[config.mk]
export PLATFORM = sky130hd
export DESIGN_NAME = mem_stage
export DESIGN_NICKNAME = d
export VERILOG_FILES = /design/src/design/mem_stage_pkg.sv /design/src/design/stage_reg.sv /design/src/design/dcache_read.sv /design/src/design/operand_swap.sv /design/src/design/mem_merge.sv /design/src/design/mem_stage.sv
export SDC_FILE = /design/constraint.sdc
export NUM_CORES = 2
export LEC_CHECK = 0
export ABC_CLOCK_PERIOD_IN_PS = 19400
export BUFFER_PORTS_ARGS = -buffer_cell sky130_fd_sc_hd__buf_2
export CORE_ASPECT_RATIO = 2
export CORE_MARGIN = 4
export CORE_UTILIZATION = 48
export CTS_BUF_LIST = sky130_fd_sc_hd__clkbuf_16
export DETAILED_ROUTE_END_ITERATION = 6
export GPL_ROUTABILITY_DRIVEN = 0
export PLACE_DENSITY = 0.67
export SLEW_MARGIN = 20
export SYNTH_ARGS = -nofsm -noshare
export SYNTH_HDL_FRONTEND = slang
export SYNTH_SLANG_ARGS = --single-unit
[constraint.sdc]
create_clock -name clk -period 19.4 [get_ports clk]
set_input_delay 1.94 -clock clk [delete_from_list [all_inputs] [get_ports clk]]
set_output_delay 1.94 -clock clk [all_outputs]
set_load 0.01 [all_outputs]
[src/design/mem_stage_pkg.sv]
`default_nettype none

package mem_stage_pkg;

    localparam int addr_bits   = 32;
    localparam int data_bits   = 64;
    localparam int seg_bits    = 16;
    localparam int eip_bits    = 32;
    localparam int imm_bits    = 48;
    localparam int ctrl_bits   = 16;
    localparam int op_count    = 4;

    localparam int line_count  = 16;
    localparam int index_bits  = 4;
    localparam int offset_bits = 3;                                    // byte in word, ignored
    localparam int tag_bits    = addr_bits - index_bits - offset_bits; // addr 31:7

    typedef logic [1:0] size_t;

    localparam size_t size_byte  = 2'd0;
    localparam size_t size_word  = 2'd1;
    localparam size_t size_dword = 2'd2;
    localparam size_t size_qword = 2'd3;

    typedef logic [3:0] src_t;

    localparam src_t src_reg0 = 4'd0;
    localparam src_t src_reg3 = 4'd3;
    localparam src_t src_seg0 = 4'd4;
    localparam src_t src_seg3 = 4'd7;
    localparam src_t src_mem  = 4'd8;
    localparam src_t src_eip  = 4'd9;
    localparam src_t src_imm  = 4'd10; // 11..15 read as zero

    typedef logic [op_count-1:0][data_bits-1:0] ops_t;

    typedef struct packed {
        ops_t                              regs;
        logic [op_count-1:0][seg_bits-1:0] segs;
        logic [addr_bits-1:0]              mem_addr;
        logic                              mem_rd;
        logic [eip_bits-1:0]               eip;
        logic [imm_bits-1:0]               imm;
        src_t [op_count-1:0]               src;
        size_t                             opsize;
        logic [3:0]                        size_ovr; // one-hot, zero means opsize
        logic [ctrl_bits-1:0]              ctrl;
    } uop_t;

    typedef struct packed {
        logic [addr_bits-1:0] addr;
        logic                 valid;
    } cache_req_t;

    typedef struct packed {
        ops_t                 ops;
        size_t                size;
        logic [data_bits-1:0] mem_data;
        logic [ctrl_bits-1:0] ctrl;
    } stage_out_t;

    typedef struct packed {
        logic [addr_bits-1:0] addr;
        logic [data_bits-1:0] data;
        logic                 valid;
    } wb_t;

    // keep only the low bytes of a loaded word
    function automatic logic [data_bits-1:0] mask_to_size(
        input logic [data_bits-1:0] data,
        input size_t                size
    );
        logic [data_bits-1:0] mask;
        case (size)
            size_byte:  mask = 64'h0000_0000_0000_00ff;
            size_word:  mask = 64'h0000_0000_0000_ffff;
            size_dword: mask = 64'h0000_0000_ffff_ffff;
            size_qword: mask = 64'hffff_ffff_ffff_ffff;
            default:    mask = '0;
        endcase
        return data & mask;
    endfunction

endpackage

`default_nettype wire

[src/design/stage_reg.sv]
`timescale 1ns/10ps
`default_nettype none

module stage_reg #(
    parameter type payload_t = logic
) (
    input  wire           clk,
    input  wire           rst_n,
    input  wire           en,
    input  wire           d_valid,
    input  wire payload_t d,
    output logic          q_valid,
    output payload_t      q
);

    always_ff @(posedge clk) begin
        if (!rst_n) begin
            q_valid <= 1'b0;
        end else if (en) begin
            q_valid <= d_valid;
        end
    end

    // payload follows the enable only
    always_ff @(posedge clk) begin
        if (en) begin
            q <= d;
        end
    end

endmodule

`default_nettype wire

[src/design/dcache_read.sv]
`timescale 1ns/10ps
`default_nettype none

module dcache_read (
    input  wire                                       clk,
    input  wire                                       rst_n,
    input  wire mem_stage_pkg::cache_req_t            req,
    input  wire mem_stage_pkg::wb_t                   wb,
    input  wire                                       fill_valid,
    input  wire [mem_stage_pkg::data_bits-1:0]        fill_data,
    output logic                                      hit,
    output logic [mem_stage_pkg::data_bits-1:0]       rd_data,
    output logic                                      miss_req,
    output logic [mem_stage_pkg::addr_bits-1:0]       miss_addr
);
    import mem_stage_pkg::*;

    logic [tag_bits-1:0]   tag_mem  [line_count];
    logic [data_bits-1:0]  data_mem [line_count];
    logic [line_count-1:0] line_valid;

    logic [index_bits-1:0] rd_idx;
    logic [index_bits-1:0] wb_idx;
    logic [index_bits-1:0] fill_idx;
    logic [tag_bits-1:0]   rd_tag;
    logic [tag_bits-1:0]   wb_tag;
    logic                  wb_hit;
    logic                  fill_we;
    logic                  miss_en;
    cache_req_t            miss_d;
    cache_req_t            miss_q;

    assign rd_idx   = req.addr[offset_bits +: index_bits];
    assign rd_tag   = req.addr[addr_bits-1 -: tag_bits];
    assign wb_idx   = wb.addr[offset_bits +: index_bits];
    assign wb_tag   = wb.addr[addr_bits-1 -: tag_bits];
    assign fill_idx = miss_addr[offset_bits +: index_bits];

    assign hit     = req.valid && line_valid[rd_idx] && (tag_mem[rd_idx] == rd_tag);
    assign rd_data = data_mem[rd_idx];

    assign wb_hit  = wb.valid && line_valid[wb_idx] && (tag_mem[wb_idx] == wb_tag);
    assign fill_we = fill_valid && miss_req; // stray fills are dropped

    // open a miss on a fresh lookup failure, close it on the fill
    assign miss_en = (req.valid && !hit && !miss_req) || fill_we;

    always_comb begin
        miss_d.valid = !miss_req;
        miss_d.addr  = {req.addr[addr_bits-1:offset_bits], {offset_bits{1'b0}}};
    end

    stage_reg #(
        .payload_t (cache_req_t)
    ) i_miss_reg (
        .clk     (clk),
        .rst_n   (rst_n),
        .en      (miss_en),
        .d_valid (miss_d.valid),
        .d       (miss_d),
        .q_valid (miss_req),
        .q       (miss_q)
    );

    assign miss_addr = miss_q.addr;

    always_ff @(posedge clk) begin
        if (!rst_n) begin
            line_valid <= '0;
        end else if (fill_we) begin
            line_valid[fill_idx] <= 1'b1;
        end
    end

    // fill wins over a writeback in the same cycle
    always_ff @(posedge clk) begin
        if (fill_we) begin
            tag_mem[fill_idx]  <= miss_addr[addr_bits-1 -: tag_bits];
            data_mem[fill_idx] <= fill_data;
        end else if (wb_hit) begin
            data_mem[wb_idx] <= wb.data; // update in place, no allocate
        end
    end

    miss_addr_held: assert property (@(posedge clk) disable iff (!rst_n)
        miss_req |=> $stable(miss_addr))
        else $error("miss_addr changed during an open miss");

    // a fill lands while the missed request is still presented and missing
    fill_only_on_miss: assert property (@(posedge clk) disable iff (!rst_n)
        fill_we |-> (req.valid && !hit))
        else $error("cache line written without a pending miss");

endmodule

`default_nettype wire

[src/design/operand_swap.sv]
`timescale 1ns/10ps
`default_nettype none

module operand_swap (
    input  wire mem_stage_pkg::uop_t                 uop,
    input  wire [mem_stage_pkg::data_bits-1:0]       mem_data,
    input  wire mem_stage_pkg::size_t                size,
    output mem_stage_pkg::ops_t                      ops
);
    import mem_stage_pkg::*;

    logic [data_bits-1:0] mem_masked;
    logic [data_bits-1:0] seg_ext   [op_count];
    logic [data_bits-1:0] eip_ext;
    logic [data_bits-1:0] imm_ext;

    assign mem_masked = mask_to_size(mem_data, size);
    assign eip_ext    = {{(data_bits-eip_bits){1'b0}}, uop.eip};
    assign imm_ext    = {{(data_bits-imm_bits){uop.imm[imm_bits-1]}}, uop.imm}; // sign extend

    always_comb begin
        for (int s = 0; s < op_count; s++) begin
            seg_ext[s] = {{(data_bits-seg_bits){1'b0}}, uop.segs[s]};
        end
    end

    // one selector per operand slot
    always_comb begin
        for (int i = 0; i < op_count; i++) begin
            case (uop.src[i]) inside
                [src_reg0:src_reg3]: begin
                    ops[i] = uop.regs[uop.src[i][1:0]];
                end
                [src_seg0:src_seg3]: begin
                    ops[i] = seg_ext[uop.src[i][1:0]];
                end
                src_mem: begin
                    ops[i] = mem_masked;
                end
                src_eip: begin
                    ops[i] = eip_ext;
                end
                src_imm: begin
                    ops[i] = imm_ext;
                end
                default: begin
                    ops[i] = '0; // unused source code
                end
            endcase
        end
    end

endmodule

`default_nettype wire

[src/design/mem_merge.sv]
`timescale 1ns/10ps
`default_nettype none

module mem_merge (
    input  wire                                  clk,
    input  wire                                  rst_n,
    input  wire                                  in_valid,
    input  wire mem_stage_pkg::uop_t             in_uop,
    input  wire                                  fwd_stall,
    input  wire                                  hit,
    input  wire [mem_stage_pkg::data_bits-1:0]   rd_data,
    input  wire mem_stage_pkg::ops_t             ops,
    output mem_stage_pkg::cache_req_t            cache_req,
    output mem_stage_pkg::size_t                 size,
    output logic                                 stall,
    output logic                                 out_valid,
    output mem_stage_pkg::stage_out_t            out
);
    import mem_stage_pkg::*;

    stage_out_t next_out;
    stage_out_t reg_d;
    logic       reg_en;

    always_comb begin
        case (in_uop.size_ovr)
            4'b0001: size = size_byte;
            4'b0010: size = size_word;
            4'b0100: size = size_dword;
            4'b1000: size = size_qword;
            default: size = in_uop.opsize; // no override
        endcase
    end

    always_comb begin
        cache_req.addr  = in_uop.mem_addr;
        cache_req.valid = in_valid && in_uop.mem_rd;
    end

    assign stall = fwd_stall || (cache_req.valid && !hit);

    always_comb begin
        next_out.ops      = ops;
        next_out.size     = size;
        next_out.mem_data = mask_to_size(rd_data, size);
        next_out.ctrl     = in_uop.ctrl;
    end

    // a stall drops valid but keeps the last payload on out
    assign reg_d  = stall ? out : next_out;
    assign reg_en = !stall || out_valid; // idle once already emptied

    stage_reg #(
        .payload_t (stage_out_t)
    ) i_out_reg (
        .clk     (clk),
        .rst_n   (rst_n),
        .en      (reg_en),
        .d_valid (in_valid && !stall),
        .d       (reg_d),
        .q_valid (out_valid),
        .q       (out)
    );

    size_ovr_onehot: assert property (@(posedge clk) disable iff (!rst_n)
        in_valid |-> $onehot0(in_uop.size_ovr))
        else $error("size_ovr has more than one bit set");

    // upstream must replay the same micro-op until the stage accepts it
    uop_held_on_stall: assert property (@(posedge clk) disable iff (!rst_n)
        (stall && in_valid) |=> (in_valid && $stable(in_uop)))
        else $error("in_uop changed while the stage was stalled");

endmodule

`default_nettype wire

[src/design/mem_stage.sv]
`timescale 1ns/10ps
`default_nettype none

module mem_stage (
    input  wire                                  clk,
    input  wire                                  rst_n,
    input  wire                                  in_valid,
    input  wire mem_stage_pkg::uop_t             in_uop,
    input  wire                                  fwd_stall,
    input  wire mem_stage_pkg::wb_t              wb,
    input  wire                                  fill_valid,
    input  wire [mem_stage_pkg::data_bits-1:0]   fill_data,
    output logic                                 stall,
    output logic                                 out_valid,
    output mem_stage_pkg::stage_out_t            out,
    output logic                                 miss_req,
    output logic [mem_stage_pkg::addr_bits-1:0]  miss_addr
);
    import mem_stage_pkg::*;

    cache_req_t           cache_req;
    logic                 hit;
    logic [data_bits-1:0] rd_data;
    size_t                size;
    ops_t                 ops;

    dcache_read i_dcache (
        .clk        (clk),
        .rst_n      (rst_n),
        .req        (cache_req),
        .wb         (wb),
        .fill_valid (fill_valid),
        .fill_data  (fill_data),
        .hit        (hit),
        .rd_data    (rd_data),
        .miss_req   (miss_req),
        .miss_addr  (miss_addr)
    );

    operand_swap i_swap (
        .uop      (in_uop),
        .mem_data (rd_data),
        .size     (size),
        .ops      (ops)
    );

    mem_merge i_merge (
        .clk       (clk),
        .rst_n     (rst_n),
        .in_valid  (in_valid),
        .in_uop    (in_uop),
        .fwd_stall (fwd_stall),
        .hit       (hit),
        .rd_data   (rd_data),
        .ops       (ops),
        .cache_req (cache_req),
        .size      (size),
        .stall     (stall),
        .out_valid (out_valid),
        .out       (out)
    );

endmodule

`default_nettype wire

==> results.sh <==
export IMPL_status="finished with violations"
export IMPL_failed_checks="DRC"
export IMPL_rows=215
export IMPL_min_period_over_period_pct=47.2
export IMPL_cp_max_fo=71
export IMPL_grt_overflow=0
export IMPL_die_area_sq_um=181000
export IMPL_vdd_ir_drop_worst_mv=0.0818
export IMPL_powerDensity_nw_per_um2=90.6
export IMPL_synth_edf_count=1791
export IMPL_crit_type="in2out"
export IMPL_whs_ns=0.487
export IMPL_die_h_um=597
export IMPL_synth_top_area_cell="edfxtp_1"
export IMPL_ys_warnings_count=0
export IMPL_wire_per_inst_um=41.3
export IMPL_io_buffers=1000
export IMPL_drv_slew=0
export IMPL_first_global_vias=52000
export IMPL_synthToLayoutAreaGrowth_pct=16.0
export IMPL_vias=52500
export IMPL_drt_pass1_iter_count=7
export IMPL_tns_ns=0
export IMPL_hold_viol=0
export IMPL_fmax_ghz=0.109
export IMPL_wl_um=313000
export IMPL_drtIter0Drc=7521
export IMPL_cts_repair_resize_count=0
export IMPL_drc=164
export IMPL_synthCells=4156
export IMPL_worstHoldPathType="reg2reg"
export IMPL_cts_max_level=4
export IMPL_cts_root_buf="clkbuf_16"
export IMPL_grt_usage_pct=34.6
export IMPL_setup_viol=0
export IMPL_cts_sinks=1809
export IMPL_coreArea_sq_um=172000
export IMPL_dp_hpwl_um=205000
export IMPL_grt_max_degree=82
export IMPL_arrival_ns=7.21
export IMPL_cp_end_kind="output port"
export IMPL_slowest_delay_ns=0.84
export IMPL_antenna_left=0
export IMPL_crit_path_top_delay_cell="buf_4"
export IMPL_io_pins=1010
export IMPL_crit_chain="buf_8 > buf_4 > buf_4 > mux4_2 > mux2i_1 > xnor2_1 > nor4_1 > nor2_1 > nor4_1 > a31oi_1 > buf_2"
export IMPL_cts_buffers_inserted=165
export IMPL_antenna_found_initial=137
export IMPL_ys_ff_latch=1809
export IMPL_avgSynthCellArea_sq_um=20.0
export IMPL_cp_start_kind="input pin"
export IMPL_path_clk_slew_ns=0.06
export IMPL_vias_per_cell=6.93
export IMPL_grt_first_pass_wirelength_um=426000
export IMPL_cts_tree="built"
export IMPL_p_leak_uw=0.0330
export IMPL_cap_violations=0
export IMPL_synth_distinct_cells=58
export IMPL_cts_max_path_buffers=4
export IMPL_die_w_um=302
export IMPL_required_ns=17.46
export IMPL_rsz0062_at_grt="false"
export IMPL_fin_skew_ns=0.0900
export IMPL_clock_latency_ns=0.85
export IMPL_period_needed_ns=9.15
export IMPL_synthTopCellsByCount="edfxtp_1 (1,791), mux4_2 (852), clkbuf_1 (213), a222oi_1 (124), mux2i_1 (124)"
export IMPL_yosysSeqAreaShare_pct=65.0
export IMPL_synth_most_common_cell="edfxtp_1"
export IMPL_start_util_pct=48.4
export IMPL_ys_top_cells_by_area="edfxtp_1 (65%), mux4_2 (23%), a222oi_1 (1.5%), mux2i_1 (1.5%), clkbuf_1 (0.96%)"
export IMPL_synth_flop_cell="edfxtp_1"
export IMPL_fin_nets=5719
export IMPL_drive_above_1_share_pct=43.6
export IMPL_slew_headroom_pct=15.6
export IMPL_ctsHoldBuffers=0
export IMPL_cts_setup_buffers=0
export IMPL_syn_cell_area_sq_um=83200
export IMPL_synthArstFlopShare_pct=0
export IMPL_yosys_area_top_type_share_pct=64.6
export IMPL_worst_pin_slew_ns=1.26
==> placed cells by master (no fill, tap or decap), drive strengths merged, types with 5 or more instances in the layout <==
master	synthesis	layout
a21oi	13	13
a221o	70	70
a221oi	13	13
a222oi	124	124
a22o	10	10
a22oi	71	71
a31oi	5	5
and2	7	7
and3	32	32
buf	151	1120
bufinv	0	18
clkbuf	213	168
clkinv	0	53
clkinvlp	0	11
dfxtp	18	18
diode	0	83
edfxtp	1791	1791
inv	100	141
mux2	76	76
mux2i	124	124
mux4	852	852
nand2	114	114
nand2b	6	6
nand3	14	14
nand4	10	10
nor2	28	28
nor2b	25	25
nor3	13	13
nor4bb	5	5
o211ai	65	65
o21a	16	16
o21ai	75	75
o221ai	5	5
o22ai	5	5
o31ai	15	15
xnor2	37	37
xor2	22	22
==> cell type report <==
cell class                 count  area (sq um)
timing repair buffer        1121          5990
tap                         2278          2850
fill                       13100         75400
clock inverter               123          1160
antenna                       83           208
inverter                     100           383
sequential                  1809         54100
multi-input combinational   1885         27600
clock buffer                 167          4180
==> routing by layer <==
| metal | global-route usage, % | vias to the layer above | share of wire, % |
|---|---|---|---|
| li1 | - | 20100 | - |
| met1 | 39.2 | 27100 | 31 |
| met2 | 53.6 | 4084 | 47 |
| met3 | 14.8 | 1088 | 13 |
| met4 | 22.7 | 102 | 8.3 |
| met5 | 0.411 | - | 0.24 |
==> metrics by stage <==
step | area [sq um] | total power (uW) | cells | worst slack, ns | util [%]
after global placement | 90900 | 5480 | 7188 | 9.80 | 52.9
after global routing | 96400 | 8980 | 7515 | 10.11 | 56.1
final | 96500 | 8750 | 7566 | 10.25 | 56.1
after floorplan | 83200 | 5060 | 4158 | 7.47 | -
after detailed placement | 90900 | 5490 | 7188 | 9.72 | 52.9
after CTS | 96300 | 8760 | 7478 | 10.22 | 56.0
==> worst paths after layout <==
check,from,endpoint,slack [ns],cells past startpoint
max reg2reg,i_dcache.tag_mem[5][2]$_DFFE_PP_,i_merge.i_out_reg.q[43]$_DFFE_PP_,13.40,9
min reg2reg,i_dcache.line_valid[5]$_SDFFE_PN0P_,i_dcache.line_valid[5]$_SDFFE_PN0P_,0.49,1
max,in_uop[123],stall,10.25,11
min,i_dcache.line_valid[5]$_SDFFE_PN0P_,i_dcache.line_valid[5]$_SDFFE_PN0P_,0.49,1
==> cell families (layout without fill, tap and decap cells) <==
kind of cell / Yosys count / count (layout) / share of synthesized area [%]
other cells: 1 / 86 / 0.00451
simple gates: 272 / 272 / 1.63
mux: 1052 / 1052 / 25.6
buf+inv: 464 / 1511 / 2.26
flops: 1809 / 1809 / 65.0
xor+xnor: 59 / 59 / 0.621
compound gates: 499 / 499 / 4.86
==> critical path, delay by kind of cell <==
family | cells | cell delay (ns)
and+or+nand+nor | 3 | 1.36
buffers and inverters | 4 | 2.33
xor gates and xnor gates | 1 | 0.14
AOI/OAI and AO/OA | 1 | 0.40
muxes | 2 | 0.93
==> power breakdown <==
| group | internal, uW | total, uW | switching [uW] |
|---|---|---|---|
| Sequential | 4400 | 4470 | 70.1 |
| Combinational | 388 | 974 | 586 |
| Clock | 1820 | 3300 | 1490 |
| Total | 6600 | 8750 | 2140 |
==> state kept, by name (all words and copies together) (netlist names) <==
register	cells
i_dcache.data_mem	1024
i_dcache.i_miss_reg.q	29
i_merge.i_out_reg.q	338
i_dcache.i_miss_reg.q_valid	1
i_merge.i_out_reg.q_valid	1
i_dcache.tag_mem	400
i_dcache.line_valid	16
Power figures use the tool's default switching activity.
